[src/hw/ks_pkg.sv]
package ks_pkg;

        typedef logic [6:0] midi_t;             // note number or velocity
        typedef logic signed [23:0] sample_t;
        typedef logic [9:0] delay_len_t;        // string length in steps
        typedef logic [3:0] step_shift_t;       // log2 cycles per step
        typedef logic [6:0] seg_t;              // bit 0 is segment a
        typedef logic [7:0] decay_t;

        localparam int NOTES_PER_OCTAVE = 12;
        localparam int TOP_OCTAVE = 10;         // half length here
        localparam int FULL_RATE_OCTAVE = 9;
        localparam int LINE_DEPTH = 1024;

        localparam sample_t NOISE_SEED = 24'h9e3779;

        // C up to B
        localparam delay_len_t BASE_DELAY [NOTES_PER_OCTAVE] = '{
                10'd734,
                10'd693,
                10'd654,
                10'd617,
                10'd582,
                10'd550,
                10'd519,
                10'd490,
                10'd462,
                10'd436,
                10'd412,
                10'd389
        };

        localparam seg_t SEG_C = 7'b0111001;
        localparam seg_t SEG_D = 7'b1011110;    // lower case d
        localparam seg_t SEG_E = 7'b1111001;
        localparam seg_t SEG_F = 7'b1110001;
        localparam seg_t SEG_G = 7'b1111101;
        localparam seg_t SEG_A = 7'b1110111;
        localparam seg_t SEG_B = 7'b1111100;    // lower case b, also the flat sign
        localparam seg_t SEG_BLANK = 7'b0000000;

endpackage

[src/hw/note_decoder.sv]
`timescale 1ns/1ps

module note_decoder
        import ks_pkg::*;
(
        input  logic        a_clk,
        input  logic        reset_n,
        input  logic        note_on,
        input  midi_t       note_number,
        output logic        retune,
        output delay_len_t  delay_len,
        output step_shift_t step_shift,
        output seg_t        hex0,
        output seg_t        hex1
);

        logic [3:0] pitch_class;
        logic [3:0] octave;
        delay_len_t table_len;
        step_shift_t oct_shift;
        seg_t letter_seg;
        logic is_flat;

        always_comb
        begin
                pitch_class = 4'(note_number % NOTES_PER_OCTAVE);
                octave = 4'(note_number / NOTES_PER_OCTAVE);

                table_len = BASE_DELAY[pitch_class];
                if (octave == TOP_OCTAVE)
                        table_len = table_len >> 1;     // top octave, half string

                if (octave >= FULL_RATE_OCTAVE)
                        oct_shift = '0;
                else
                        oct_shift = step_shift_t'(FULL_RATE_OCTAVE - octave);
        end

        // flats show the letter above, plus b on hex1
        always_comb
        begin
                is_flat = 1'b0;
                case (pitch_class)
                        4'd0: letter_seg = SEG_C;
                        4'd1:
                        begin
                                letter_seg = SEG_D;
                                is_flat = 1'b1;
                        end
                        4'd2: letter_seg = SEG_D;
                        4'd3:
                        begin
                                letter_seg = SEG_E;
                                is_flat = 1'b1;
                        end
                        4'd4: letter_seg = SEG_E;
                        4'd5: letter_seg = SEG_F;
                        4'd6:
                        begin
                                letter_seg = SEG_G;
                                is_flat = 1'b1;
                        end
                        4'd7: letter_seg = SEG_G;
                        4'd8:
                        begin
                                letter_seg = SEG_A;
                                is_flat = 1'b1;
                        end
                        4'd9: letter_seg = SEG_A;
                        4'd10:
                        begin
                                letter_seg = SEG_B;
                                is_flat = 1'b1;
                        end
                        4'd11: letter_seg = SEG_B;
                        default: letter_seg = SEG_BLANK;
                endcase
        end

        always_ff @(posedge a_clk)
        begin
                if (reset_n)
                begin
                        retune <= 1'b0;
                        delay_len <= BASE_DELAY[0];
                        step_shift <= '0;
                        hex0 <= SEG_BLANK;
                        hex1 <= SEG_BLANK;
                end
                else
                begin
                        retune <= note_on;
                        if (note_on)
                        begin
                                delay_len <= table_len;
                                step_shift <= oct_shift;
                                hex0 <= letter_seg;
                                hex1 <= is_flat ? SEG_B : SEG_BLANK;
                        end
                end
        end

endmodule

[config.mk]
export PLATFORM = sky130hd
export DESIGN_NAME = note_decoder
export DESIGN_NICKNAME = d
export VERILOG_FILES = /design/src/hw/ks_pkg.sv /design/src/hw/note_decoder.sv
export SDC_FILE = /design/constraint.sdc
export NUM_CORES = 1
export LEC_CHECK = 0
export ABC_AREA = 1
export BUFFER_PORTS_ARGS = -buffer_cell sky130_fd_sc_hd__buf_2
export CAP_MARGIN = 20
export CORE_ASPECT_RATIO = 1.4
export CORE_MARGIN = 1
export CORE_UTILIZATION = 40
export DETAILED_ROUTE_END_ITERATION = 12
export GPL_TIMING_DRIVEN = 1
export HOLD_SLACK_MARGIN = 0.03
export PLACE_DENSITY = 0.65
export SLEW_MARGIN = 20
export SYNTH_ARGS = -nofsm -noshare
export SYNTH_HDL_FRONTEND = slang
export SYNTH_SLANG_ARGS = --single-unit
[constraint.sdc]
create_clock -name a_clk -period 2.1 [get_ports a_clk]
set_input_delay 0.21 -clock a_clk [delete_from_list [all_inputs] [get_ports a_clk]]
set_output_delay 0.21 -clock a_clk [all_outputs]
set_load 0.02 [all_outputs]
# Word-level counts from Yosys, hierarchy flattened
# Memory sizes are Yosys's and may differ from the RTL's.
# Cells that the tools add are included.
# W data, S select, Z words.
[classes] addsub=1 n_div=2 n_lt_le_gt_ge=2 eq_ne=12 muxes=7 bitwise_logic=1 n_reduce_logical=7
[ops] operator="$pmux W7 S7" n=1
[ops] operator="$div A7 B4 Y32 const B" n=1
[ops] operator="$mod A7 B4 Y32 const B" n=1
[ops] operator="$mux W10" n=3
[ops] operator="$eq A4 B4 Y1 const B" n=5
[ops] operator="$eq A4 B3 Y1 const B" n=4
[ops] operator="$reduce_or A2 Y1" n=5
[ops] operator="$eq A4 B2 Y1 const B" n=2
[ops] operator="$mux W7" n=1
[ops] operator="$ge A5 B5 Y1 const B" n=1
[ops] operator="$not A4 Y5" n=1
[ops] operator="$reduce_or A5 Y1" n=1
[ops] operator="$eq A4 B1 Y1 const B" n=1
[ops] operator="$ge A4 B4 Y1 const B" n=1
[ops] operator="$logic_not A4 Y1" n=1
[ops] operator="$mux W4" n=1
[ops] operator="$sub A4 B4 Y4 const A" n=1
[ops] operator="$mux W1" n=1
[word_totals] ff_bits=29 romBits=160 input_bits=10 out_inout_bits=29 elab_cells=38 n_memories=1
[mem_list] name="(no name shown)" depth=16 width=10 read_ports=1 rd_ports_with_merged_regs=0 wr=0 line_no="note_decoder.sv:29" source="table_len = BASE_DELAY[pitch_class];"

# Longest topological paths before layout
[logic_depth] word_depth=6 ltp_mapped=21 mapped_depth_nobuf=20

# Worst setup path before layout
# OpenSTA, ideal clock, no wires.
[synth_path] path_kind="input-to-reg" startpoint="input port note_number[5]" endpoint="register hex0[4]" setup_ns=0.132 t_arrival_ns=1.881 slack_ns=0.087 path_stages=20 n_path_buf=1 cell_sequence="clkbuf_1 -> ha_1 -> inv_1 -> nand2_1 -> nand2_2 -> nand2_1 -> nand3_2 -> nand2_2 -> clkinv_2 -> nand4_1 -> nand2_2 -> inv_2 -> nor2_4 -> nor2_4 -> nand3_1 -> inv_1 -> nor2_1 -> nand2_1 -> nand2_1 -> a21oi_2"
[synth_between] elab_chain_cells=4
[synth_lines] element="start, declared" line_no="note_decoder.sv:9" source="input midi_t note_number,"
[synth_lines] element="$mod A7 B4 Y32 *" line_no="note_decoder.sv:26" source="pitch_class = 4'(note_number % NOTES_PER_OCTAVE);"
[synth_lines] element="$eq A4 B4 Y1, or another cell as far along" line_no="note_decoder.sv:43" source="case (pitch_class)"
[synth_lines] element="$reduce_or A2 Y1 (no source line)"
[synth_lines] element="$pmux W7 S7 *" line_no="note_decoder.sv:43"
[synth_lines] element="end signal, assigned" line_no="note_decoder.sv:97" source="hex0 <= letter_seg;"
[synth_lines] element="end, declared" line_no="note_decoder.sv:13" source="output seg_t hex0,"
# Every way passes the cells marked *; elsewhere a longest branch is shown, timed or not.
# A chain may end at the register's enable or synchronous reset.

# Final worst setup path
[layout_path] startpoint="input port note_number[6]" endpoint="register hex0[0]"
# Same word-level chain as after synthesis.

==> impl_metrics.py <==
metrics = {
    "run_status": {
        "outcome": "completed",
    },
    "sta": {
        "finalCriticalPeriod_ps": 1960,
        "timing.final.crit_share_pct": 93.5,
        "setup_slack_ps": 137,
        "hold_viol": 0,
        "slew_violations": 0,
        "setup_violations": 0,
        "skew_ps": 0,
        "whs_ps": 309,
        "fmax_mhz": 510,
    },
    "worst_hold_path": {
        "hp-class": "primary input to flop",
    },
    "run": {
        "cap_violations": 0,
    },
    "final_layout": {
        "seq_area_um2": 460,
        "fillers": 396,
        "postLayoutCoreUtil_pct": 56.1,
        "nNetsFinal": 299,
        "drive_gt1_share_pct": 38.4,
        "multi_input_area_mm2": 0.00101,
        "syn2layout_area_growth_pct": 32.6,
        "antennaDiodeCount": 0,
    },
    "detailed_routing": {
        "routed_via_density": 4.99,
        "drc_errors": 0,
        "vias": 1613,
        "first_pass_iters": 4,
        "drtIter0Drc": 29,
        "wl_um": 3610,
        "ant_nets": 0,
        "detail_route.wl_per_cell_um": 11.2,
    },
    "global_route": {
        "track_usage_pct": 17.9,
        "grt_remaining_overflow": 0,
        "antenna_found_initial": 0,
        "first_global_vias": 1309,
        "grt_pass1_wl_um": 5490,
        "grt_max_degree": 22,
    },
    "synthesis": {
        "yosys_register_bits": 23,
        "synthDominantCellAreaShare_pct": 29.6,
        "synth_area_leaders": "dfxtp_1, nand2_1, a21oi_1",
        "netlist_area_mm2": 0.00155,
        "ys_seq_area_share_pct": 29.6,
        "yosysMostFrequentCell": "nand2_1",
        "yosysWarnings": 0,
        "synth_edf_count": 0,
        "synthTopCellsByCount": "nand2_1, inv_1, dfxtp_1",
        "synth_flop_cell": "dfxtp_1",
        "yosysTopAreaCell": "dfxtp_1",
        "async_flop_share_pct": 0,
        "synth_area_per_cell_um2": 6.88,
        "synthCells": 226,
        "synthDistinctLibCells": 34,
    },
    "critical_path": {
        "end_kind": "flop",
        "critPathMaxFanout": 5,
        "required_ps": 2300,
        "crit_arrival_ps": 2160,
        "critPathKind": "primary input to flop",
        "startpoint_type": "primary input",
    },
    "power": {
        "peakVddDrop_uv": 409,
        "seq_power_share_pct": 37.1,
        "internal-power_mw": 0.840,
        "switching_power_mw": 0.512,
        "p_per_area_mw_per_mm2": 656,
        "p_leak_nw": 1.04,
        "power.share.clock_pct": 20.1,
        "power_mw": 1.35,
        "switching_share_pct": 37.9,
        "comb_power_share_pct": 42.9,
    },
    "placed_design": {
        "port_buffers": 36,
        "place.gp.congestion": 0.805,
        "dp_slack_ps": -155,
        "dp_hpwl_um": 2750,
    },
    "clocking": {
        "cts.reportedPaths.clkPinSlew_ps": 80,
        "cts_hold_buf": 0,
        "htree_levels": 1,
        "clockBufferDepth": 2,
        "cts_root_buf": "clkbuf_8",
        "numCtsBuffers": 3,
        "cts_sinks": 23,
        "insertion_delay_ps": 270,
        "cts_tree": "yes",
    },
    "floorplan": {
        "fp.dieW_um": 54.7,
        "io-pin-count": 39,
        "die_y_um": 75.8,
        "core_region_area_mm2": 0.00368,
        "start_util_pct": 42.3,
        "die_area_mm2": 0.00414,
        "rows": 26,
    },
}
-- logic make-up after synthesis --
logic type / after synthesis / synth area share (%)
other: 1 / 0.241
AO/OA/AOI/OAI: 51 / 20.0
AND/OR/NAND/NOR: 103 / 32.9
flip-flops: 23 / 29.6
buffers and inverters: 41 / 11.5
adder cells (fa/ha/maj): 7 / 5.64
-- flip-flops by register name (all words and copies together) (netlist names) --
signal	flops
hex0	7
hex1	1
retune	1
step_shift	4
delay_len	10
-- stage by stage --
| stage | setup TNS (ps) | area, um2 | instances |
|---|---|---|---|
| 2_1_floorplan | 0 | 1560 | 227 |
| 3_3_place_gp | -1000 | 1880 | 314 |
| 3_5_place_dp | -1600 | 1880 | 314 |
| 4_1_cts | 0 | 1930 | 318 |
| 5_1_grt | -34.2 | 2060 | 323 |
| 6_report | 0 | 2060 | 323 |
-- worst paths after layout --
check                              from                         end  slack [ps]  cells past startpoint
min                             note_on   delay_len[7]$_SDFFE_PP1P_         310                      3
max reg2reg   delay_len[1]$_SDFFE_PP1P_   delay_len[1]$_SDFFE_PP1P_        1310                      2
max                      note_number[6]        hex0[0]$_SDFFE_PP0P_         140                     20
min reg2reg  step_shift[2]$_SDFFE_PP0P_  step_shift[2]$_SDFFE_PP0P_         460                      2
-- power groups by stage --
stage	registers (mW)	logic, mW	clock network (mW)
final	0.501	0.579	0.271
after global routing	0.508	0.641	0.297
after CTS	0.501	0.526	0.279
after detailed placement	0.511	0.525	0
after global placement	0.510	0.520	0
after floorplan	0.565	0.309	0
-- area by class of cell --
cell class / count / area share [%]
Tap cell: 42 / 2.55
Clock buffer: 3 / 2.00
Timing Repair Buffer: 60 / 18.1
Sequential cell: 23 / 22.3
Inverter: 29 / 5.53
Multi-Input combinational cell: 165 / 49.2
Clock inverter: 1 / 0.243
-- layout by cell type, fill, tap and decap left out, types with 3 or more instances in the layout --
cell / instances
nand2_1: 47
buf_2: 34
buf_4: 24
inv_1: 23
dfxtp_1: 23
a21oi_1: 17
nand3_1: 14
nand2_2: 10
o21ai_0: 10
nor2_1: 8
o21ai_1: 6
ha_1: 6
nand2_4: 5
nand3_2: 5
o211ai_1: 5
a21oi_2: 4
nor2_4: 4
inv_2: 3
nand4_1: 3
or2_2: 3
clkbuf_8: 3
-- worst max-delay path, stage by stage --
cell and delay, ps:
buf_6 100, ha_4 250, inv_2 30, nand2_2 60
nand2_4 60, nand2_2 70, nand3_2 70, nand2_4 110
inv_4 40, nand4_1 120, nand2_4 100, o21bai_4 210
nand2_4 100, nor2_4 140, inv_2 70, nor2_4 120
nor2_2 50, nand2_1 60, nand2_1 60, a21oi_1 140
-- layer usage --
metal  wire (um)  part of all wire [%]  GRT usage [%]  up-vias
li1            -                     -              -      847
met1        1590                    44           22.3      714
met2        1800                    50           30.1       46
met3         131                   3.6          0.599        6
met4          86                   2.4           9.40        0
met5           0                     0              0        -
-- what timing repair did --
item / 4_1_cts / 5_1_grt
endpoints found under the setup margin: 0 / 13
gates resized for setup: 0 / 24
setup buffers: 0 / 3
No activity file was read; power rests on OpenSTA's default activity.
