--- src/hw/ks_pkg.sv ---
package ks_pkg;

        typedef logic [6:0] midi_t;             // note number or velocity
        typedef logic signed [23:0] sample_t;
        typedef logic [9:0] delay_len_t;        // string length in steps
        typedef logic [3:0] step_shift_t;       // log2 cycles per step
        typedef logic [6:0] seg_t;              // bit 0 is segment a
        typedef logic [7:0] decay_t;

        localparam int NOTES_PER_OCTAVE = 12;
        localparam int TOP_OCTAVE = 10;         // half length here
        localparam int FULL_RATE_OCTAVE = 9;
        localparam int LINE_DEPTH = 1024;

        localparam sample_t NOISE_SEED = 24'h9e3779;

        // C up to B
        localparam delay_len_t BASE_DELAY [NOTES_PER_OCTAVE] = '{
                10'd734,
                10'd693,
                10'd654,
                10'd617,
                10'd582,
                10'd550,
                10'd519,
                10'd490,
                10'd462,
                10'd436,
                10'd412,
                10'd389
        };

        localparam seg_t SEG_C = 7'b0111001;
        localparam seg_t SEG_D = 7'b1011110;    // lower case d
        localparam seg_t SEG_E = 7'b1111001;
        localparam seg_t SEG_F = 7'b1110001;
        localparam seg_t SEG_G = 7'b1111101;
        localparam seg_t SEG_A = 7'b1110111;
        localparam seg_t SEG_B = 7'b1111100;    // lower case b, also the flat sign
        localparam seg_t SEG_BLANK = 7'b0000000;

endpackage

--- src/hw/noise_source.sv ---
`timescale 1ns/1ps

module noise_source
        import ks_pkg::*;
(
        input  logic    a_clk,
        input  logic    reset_n,
        output sample_t noise
);

        logic feedback;

        // taps 24, 23, 22, 17 give the maximal sequence
        assign feedback = noise[23] ^ noise[22] ^ noise[21] ^ noise[16];

        always_ff @(posedge a_clk)
        begin
                if (reset_n)
                        noise <= NOISE_SEED;            // any nonzero value
                else
                        noise <= {noise[22:0], feedback};
        end

endmodule

--- config.mk ---
export PLATFORM = sky130hd
export DESIGN_NAME = noise_source
export DESIGN_NICKNAME = d
export VERILOG_FILES = /design/src/hw/ks_pkg.sv /design/src/hw/noise_source.sv
export SDC_FILE = /design/constraint.sdc
export NUM_CORES = 1
export LEC_CHECK = 0
export BUFFER_PORTS_ARGS = -buffer_cell sky130_fd_sc_hd__buf_4
export CORE_UTILIZATION = 25
export CTS_BUF_LIST = sky130_fd_sc_hd__clkbuf_2 sky130_fd_sc_hd__clkbuf_4 sky130_fd_sc_hd__clkbuf_8
export CTS_CLUSTER_SIZE = 24
export DETAILED_ROUTE_END_ITERATION = 8
export PLACE_DENSITY_LB_ADDON = 0.25
export SLEW_MARGIN = 10
export SYNTH_ARGS = -nofsm -noshare
export SYNTH_HDL_FRONTEND = slang
export SYNTH_SLANG_ARGS = --single-unit
export TNS_END_PERCENT = 20
--- constraint.sdc ---
create_clock -name a_clk -period 0.86 [get_ports a_clk]
set_clock_uncertainty 0.1 [all_clocks]
set_input_delay 0 -clock a_clk [delete_from_list [all_inputs] [get_ports a_clk]]
set_output_delay 0 -clock a_clk [all_outputs]
set_load 0.1 [all_outputs]
Word-level counts from Yosys, hierarchy flattened
Index checks and enable logic that the tools add are counted.

operators by class
  reductions and logical operators = 0
  $mul = 0
  $lt $le $gt $ge = 0
  muxes and demuxes = 0
  divide/modulo/power cells = 0
  equality and inequality tests = 0
  shifts and indexed selects = 0
  bitwise gates (word level) = 3
  add/sub/neg operators = 0

operators by type and width
  operator     count
  $xor 1x1->1  3

storage, ports and cells
  bits in read-only memories = 0
  bits of input ports = 2
  logic and storage cells = 4
  memory bits (writable) = 0
  memories kept = 0
  latch bits = 0
  output and inout port bits = 24
  bits in registers = 24

Logic depth before layout (Yosys ltp)
Gate-level depths: netlist (run 1).

  depth after elaboration = 3
  depth in mapped cells = 3

Worst setup path after synthesis (run 1)
Ideal clock, no wire load.

  path kind = flip-flop to flip-flop
  start point = register noise[16]
  end point = register noise[0]
  cell stages (with the launch flop) = 4
  period minus slack after synthesis = 1.585 ns
  data arrival time = 1.368 ns
  slack = -0.725 ns
  cells stage by stage = dfxtp_1 > xor2_1 > xnor2_1 > nand2b_1

between the ends
  longest elaborated chain between the ends = 1

RTL lines
  item                      RTL line            text
  start: declaration        noise_source.sv:8   output sample_t noise
  start signal: assignment  noise_source.sv:21  noise <= {noise[22:0], feedback};
  $xor 1x1->1               noise_source.sv:14  assign feedback = noise[23] ^ noise[22] ^ noise[21] ^ noise[16];

No other way between the ends.
A chain may end at the register's enable or synchronous reset.

Final worst setup path (run 1)
  start point = register noise[16]
  end point = output noise[16]

No word-level cell between the ends.

==> results of run 1 <==
[power breakdown]
group	total, W	switching (W)	internal, W
combinational	0.000875	0.000561	0.000314
clock	0.000488	0.000319	0.000169
sequential	0.00125	0.0000688	0.00118
total	0.00261	0.000949	0.00166
[worst paths after layout]
path / slack (ns) / from / endpoint
worst max-delay path: -0.19 / noise[16]$_SDFF_PP0_ / noise[16]
worst min-delay path: -0.1 / reset_n / noise[15]$_SDFF_PP0_
worst max register to register: -0.16 / noise[21]$_SDFF_PP0_ / noise[0]$_SDFF_PP1_
worst min register to register: 0.38 / noise[17]$_SDFF_PP1_ / noise[18]$_SDFF_PP1_
[kinds of logic (layout without fill, tap and decap cells)]
| kind of cell | count (synthesis) | count (layout) | share of synthesized area (%) |
|---|---|---|---|
| flops | 24 | 24 | 72.0 |
| simple gates | 24 | 24 | 22.5 |
| buf+inv | 2 | 34 | 1.50 |
| xor+xnor | 3 | 3 | 3.94 |
[stage by stage]
| stage | instance area, sq um | std cells | setup slack [ns] | utilization [%] | total power, W |
|---|---|---|---|---|---|
| finish | 1310 | 115 | -0.190 | 52.4 | 0.00261 |
| floorplan | 719 | 53 | -0.258 | - | 0.00180 |
| CTS | 1310 | 115 | -0.201 | 52.4 | 0.00264 |
| global placement | 957 | 109 | -0.0699 | 38.3 | 0.00193 |
| detailed placement | 957 | 109 | -0.0733 | 38.3 | 0.00193 |
| global route | 1310 | 115 | -0.233 | 52.4 | 0.00273 |
[layout make-up]
class | count | area [sq um] | area share, %
timing repair buffer | 30 | 537 | 41.0
multi-input combinational | 27 | 176 | 13.5
tap | 30 | 37.5 | 2.87
clock inverter | 1 | 3.75 | 0.287
sequential | 24 | 533 | 40.7
clock buffer | 3 | 22.5 | 1.72
[synth_stat cells]
master | n | area share (%)
buf_2 | 2 | 1.5
dfxtp_1 | 24 | 72
nand2b_1 | 1 | 0.94
nor2b_1 | 9 | 8.4
or2_1 | 14 | 13
xnor2_1 | 1 | 1.3
xor2_1 | 2 | 2.6
[critical path: stages, from the launching register on]
cell and delay [ns]:
dfxtp_4 0.38, buf_6 0.11, buf_12 0.15
[layer usage]
layer	global-route usage (%)	part of all wire [%]	up-vias
met2	17.7	48	19
met4	6.58	0	0
met5	0	0	-
li1	-	-	226
met3	3.95	6.0	0
met1	12.2	46	210
[what timing repair did]
action,CTS,global route
endpoints found under the hold margin,24,24
resized for setup,75,0
pin swaps,2,0
setup buffers,2,0
setup endpoints to repair,26,27
==> run_results.csv, run 1 <==
group,metric,value,unit
status,run_status,"complete, but fails checks",
status,failing_checks,"hold timing, setup timing",
logic_synthesis,synth.net_count,55,
cells_and_area,max_flop_register,"noise",
critical_path,timing.setup.critical_path_class,"reg2out",
pwr,p_leak,0.538,nW
route,dr.pass1.iters,2,
timing,post-route-period-util,122,%
cells_and_area,most_common_cell_after_layout_fill_and_taps_aside,"buf_12",
cells_and_area,area_growth,96.4,%
timing,maxSlewHeadroom,86.1,%
placement,post-dp-hpwl,780,um
timing,report.final.slew_viol_count,0,
run,max_cap_violations,0,
die,placementRows,18,
clock_tree,max-clock-path-buffers,2,
logic_synthesis,post_synth.cell_area_avg,12.6,sq um
logic_synthesis,synth.ff_latch_count,24,
clock_tree,total_clock_buffers_created_by_cts,3,
cells_and_area,largestRegisters,"noise: 24 flops",
die,floorplan.initialDensity,26.7,%
placement,gp_routability_congestion,0.589,
cells_and_area,final.fill_count,208,
global_route,global_route.overflow_total,0,
clock_tree,tritoncts,"built",
placement,buffer_ports.inserted,25,
cells_and_area,final_layout_size_suffix_gt1_share,67.1,%
cells_and_area,finalNetCount,88,
critical_path,reg2regPathDepth,4,
route,antenna_left,0,
critical_path,worst-endpoint-arrival,0.95,ns
route,vias,455,
route,drt-initial-drc-count,1,
hold_path,whs_path_depth,2,
logic_synthesis,post_synth_instance_area,667,sq um
timing,max_freq,0.952,GHz
global_route,initial_antenna_violation_count,0,
timing,report.final.hold_viol_count,24,
clock_tree,ctsHtreeMaxLevel,1,
clock_tree,clock_latency,0.30,ns
cells_and_area,antenna_fix_cells,0,
global_route,grt_use_total,10.9,%
hold_path,holdCritPathClass,"in2reg",
die,design.core.area,0.00250,sq mm
critical_path,timing.critical_path.from_type,"flip-flop",
logic_synthesis,seq_area_frac_synth,72.0,%
critical_path,worstPathMaxFanout,3,
critical_path,cp_data_required_time,0.76,ns
cells_and_area,layout.cells.most_common_list,"buf_12, dfxtp_2, or2_1, nor2b_1, dfxtp_4",
logic_synthesis,synth_cell_type_count,7,
critical_path,worst_setup_path_end_kind,"output pin",
clock_tree,root_buffer_cell,"clkbuf_4",
timing,finalWorstPathRequiredPeriod,1.05,ns
timing,setup_tns,-2.70,ns
die,die_height,53.7,um
route,wl_per_cell,11.9,um
route,route.detailed.drc,0,
die,die_outline_area,0.00288,sq mm
logic_synthesis,post_synth_inst_count,53,
timing,setup_violations,27,
pwr,power_density,1990,mW/mm^2
timing,timing.final.ws_setup,-0.190,ns
route,vias_per_cell,3.96,
route,total_wirelength_of_the_detailed_routed_design,1370,um
clock_tree,cts_sinks,24,
global_route,grt_pass1_wl,2120,um
global_route,grt_pass1_vias,461,
timing,tightest_slew,0.209,ns
logic_synthesis,warnings_from_yosys,0,
pwr,vdd_ir_drop_max,0.00105,V
global_route,grt_start_max_net_pins,25,
clock_tree,path_clk_slew,0.13,ns
cells_and_area,flip_flop_count_of_the_largest_register_all_copies_and_words_added,24,
timing,final.hold.worst_slack,-0.0975,ns
timing,rsz0062_at_grt,"yes",
die,die_x,53.7,um
die,ioPinCount,26,
No activity file was read; power rests on OpenSTA's default activity.
==> run 2, diff against run 1 <==
- BUFFER_PORTS_ARGS: -buffer_cell sky130_fd_sc_hd__buf_4 -> unset
- DONT_BUFFER_PORTS: unset -> 1
==> run 2 against run 1 <==
Wire length is 8.6% lower. Sequential power hardly changed. Global-route usage is 0.29 points lower. Clock power is 5.9% higher. Non-clock buffer count is 3 lower. Die area stayed put. Critical endpoint is now noise[21]. The flow finishes with violations (setup timing). Final cell count is 2.6% lower. Power is 0.72% higher. Highest routed layer unchanged.
==> run_results.csv, run 2 (synthesis gave the netlist of run 1 again) <==
group,metric,value,unit
pwr,p_leak,0.534,nW
route,total_wirelength_of_the_detailed_routed_design,1250,um
hold_path,whs_path_depth,2,
clock_tree,tritoncts,"built",
pwr,power_density,2040,mW/mm^2
global_route,grt_pass1_wl,2030,um
placement,dp_worst_setup_slack,-0.103,ns
run,max_cap_violations,0,
critical_path,reg2regPathDepth,3,
pwr,p_comb_share,32.9,%
timing,rsz0062_at_grt,"yes",
die,ioPinCount,26,
global_route,grt_peak_use_layer,"met2",
timing,finalWorstPathRequiredPeriod,1.05,ns
route,route.detailed.drc,0,
global_route,grt_util_met2,15.6,%
critical_path,count_of_cell_instances_traversed_by_the_critical_path,2,
clock_tree,path_clk_slew,0.12,ns
cells_and_area,finalNetCount,85,
critical_path,worstPathMaxFanout,2,
die,placementRows,18,
die,floorplan.initialDensity,26.7,%
critical_path,critPathMaxStageDelay,0.37,ns
status,failing_checks,"setup timing",
timing,timing.final.ws_setup,-0.186,ns
global_route,initial_antenna_violation_count,0,
clock_tree,max-clock-path-buffers,2,
global_route,global_route.usage.met1,12.2,%
route,vias_per_cell,3.86,
placement,gp_routability_congestion,0.601,
global_route,globalRouteMet3Util,5.37,%
pwr,pwr-share-clk,19.7,%
critical_path,worst-endpoint-arrival,0.95,ns
cells_and_area,layout.cells.most_common_list,"buf_12, dfxtp_2, or2_1, nor2b_1, dfxtp_4",
pwr,sw_share,35.4,%
timing,post-route-period-util,122,%
critical_path,critPathBufInv,2,
cells_and_area,final_layout_size_suffix_gt1_share,65.9,%
critical_path,timing.critical_path.from_type,"flip-flop",
die,die_x,53.7,um
cells_and_area,max_flop_register,"noise",
timing,report.final.slew_viol_count,0,
clock_tree,clock_latency,0.30,ns
placement,post-dp-hpwl,855,um
route,wl_per_cell,11.1,um
global_route,grt_start_max_net_pins,25,
timing,maxSlewHeadroom,53.8,%
route,vias,432,
clock_tree,cts.repair_timing.setup_buffer_count,0,
placement,buffer_ports.inserted,0,
die,design.core.area,0.00250,sq mm
die,die_outline_area,0.00288,sq mm
status,run_status,"complete, but fails checks",
cells_and_area,area_growth,93.8,%
timing,tightest_slew,0.692,ns
global_route,grt_pass1_vias,457,
clock_tree,ctsHtreeMaxLevel,1,
route,antenna_left,0,
route,dr.pass1.iters,2,
route,drt-initial-drc-count,1,
timing,max_freq,0.956,GHz
cells_and_area,largestRegisters,"noise: 24 flops",
cells_and_area,antenna_fix_cells,0,
critical_path,worst_setup_path_end_kind,"output pin",
pwr,power.sequential.fraction,47.4,%
clock_tree,total_clock_buffers_created_by_cts,3,
pwr,vdd_ir_drop_max,0.00113,V
pwr,power_switching,0.000933,W
critical_path,cp_data_required_time,0.76,ns
timing,report.final.hold_viol_count,0,
critical_path,path_cells,"buf_6 > buf_12",
cells_and_area,fin_util,51.7,%
global_route,grt_use_total,10.7,%
critical_path,timing.setup.critical_path_class,"reg2out",
die,die_height,53.7,um
clock_tree,cts_sinks,24,
hold_path,holdCritPathClass,"in2reg",
timing,final.hold.worst_slack,0.269,ns
global_route,global_route.overflow_total,0,
cells_and_area,flip_flop_count_of_the_largest_register_all_copies_and_words_added,24,
critical_path,crit_family,"flip-flops",
timing,setup_violations,26,
cells_and_area,most_common_cell_after_layout_fill_and_taps_aside,"buf_12",
pwr,p_int,0.00170,W
critical_path,critPathSlowestCell,"dfxtp_4",
clock_tree,root_buffer_cell,"clkbuf_4",
run 2: cell types whose count changed in the layout (fill, tap and decap cells not counted):
| cell | before | now |
|---|---|---|
| buf_4 | 3 | 0 |
| buf_6 | 3 | 2 |
| clkbuf_4 | 3 | 4 |
| clkinv_1 | 1 | 0 |
| dlymetal6s4s_1 | 0 | 1 |
run 2: area by class of cell:
type | count | area [sq um]
Fill cell | 214 | 1210
Sequential cell | 24 | 533
Timing Repair Buffer | 27 | 515
Multi-Input combinational cell | 27 | 176
Tap cell | 30 | 37.5
Clock buffer | 4 | 30.0
run 2: power groups by stage:
stage          sequential (W)  clock [W]  combinational, W
6_report              0.00125   0.000517          0.000866
5_1_grt               0.00126   0.000608          0.000889
4_1_cts               0.00125   0.000547          0.000870
3_5_place_dp          0.00127          0          0.000802
3_3_place_gp          0.00127          0          0.000798
2_1_floorplan         0.00173          0         0.0000626
run 2: path summary, 6_finish.rpt:
check | startpoint | endpoint | slack [ns]
worst max-delay path | noise[21]$_SDFF_PP0_ | noise[21] | -0.19
worst min-delay path | reset_n | noise[16]$_SDFF_PP0_ | 0.27
worst max register to register | noise[23]$_SDFF_PP1_ | noise[0]$_SDFF_PP1_ | -0.13
worst min register to register | noise[19]$_SDFF_PP1_ | noise[20]$_SDFF_PP1_ | 0.38
run 2: per-stage QoR:
step | cell area (sq um) | cells | TNS, ns | total power, W
2_1_floorplan | 719 | 53 | -1.83 | 0.00180
3_3_place_gp | 1170 | 107 | -0.0482 | 0.00206
3_5_place_dp | 1170 | 107 | -0.119 | 0.00207
4_1_cts | 1290 | 112 | -6.78 | 0.00267
5_1_grt | 1290 | 112 | -3.76 | 0.00276
6_report | 1290 | 112 | -2.42 | 0.00263
run 2: timing repair:
item                                   CTS  global route
gates resized for setup                 20             1
pin swaps                                1             0
cloned                                   0             0
setup endpoints to repair               26            48
hold buffers                             1             0
endpoints found under the hold margin   24             0
run 2: metal layers:
metal / vias up / routed length [um] / share of wire, %
met5: - / 0 / 0
met4: 0 / 0 / 0
met3: 0 / 113 / 9.1
met2: 19 / 559 / 45
met1: 195 / 574 / 46
li1: 218 / - / -
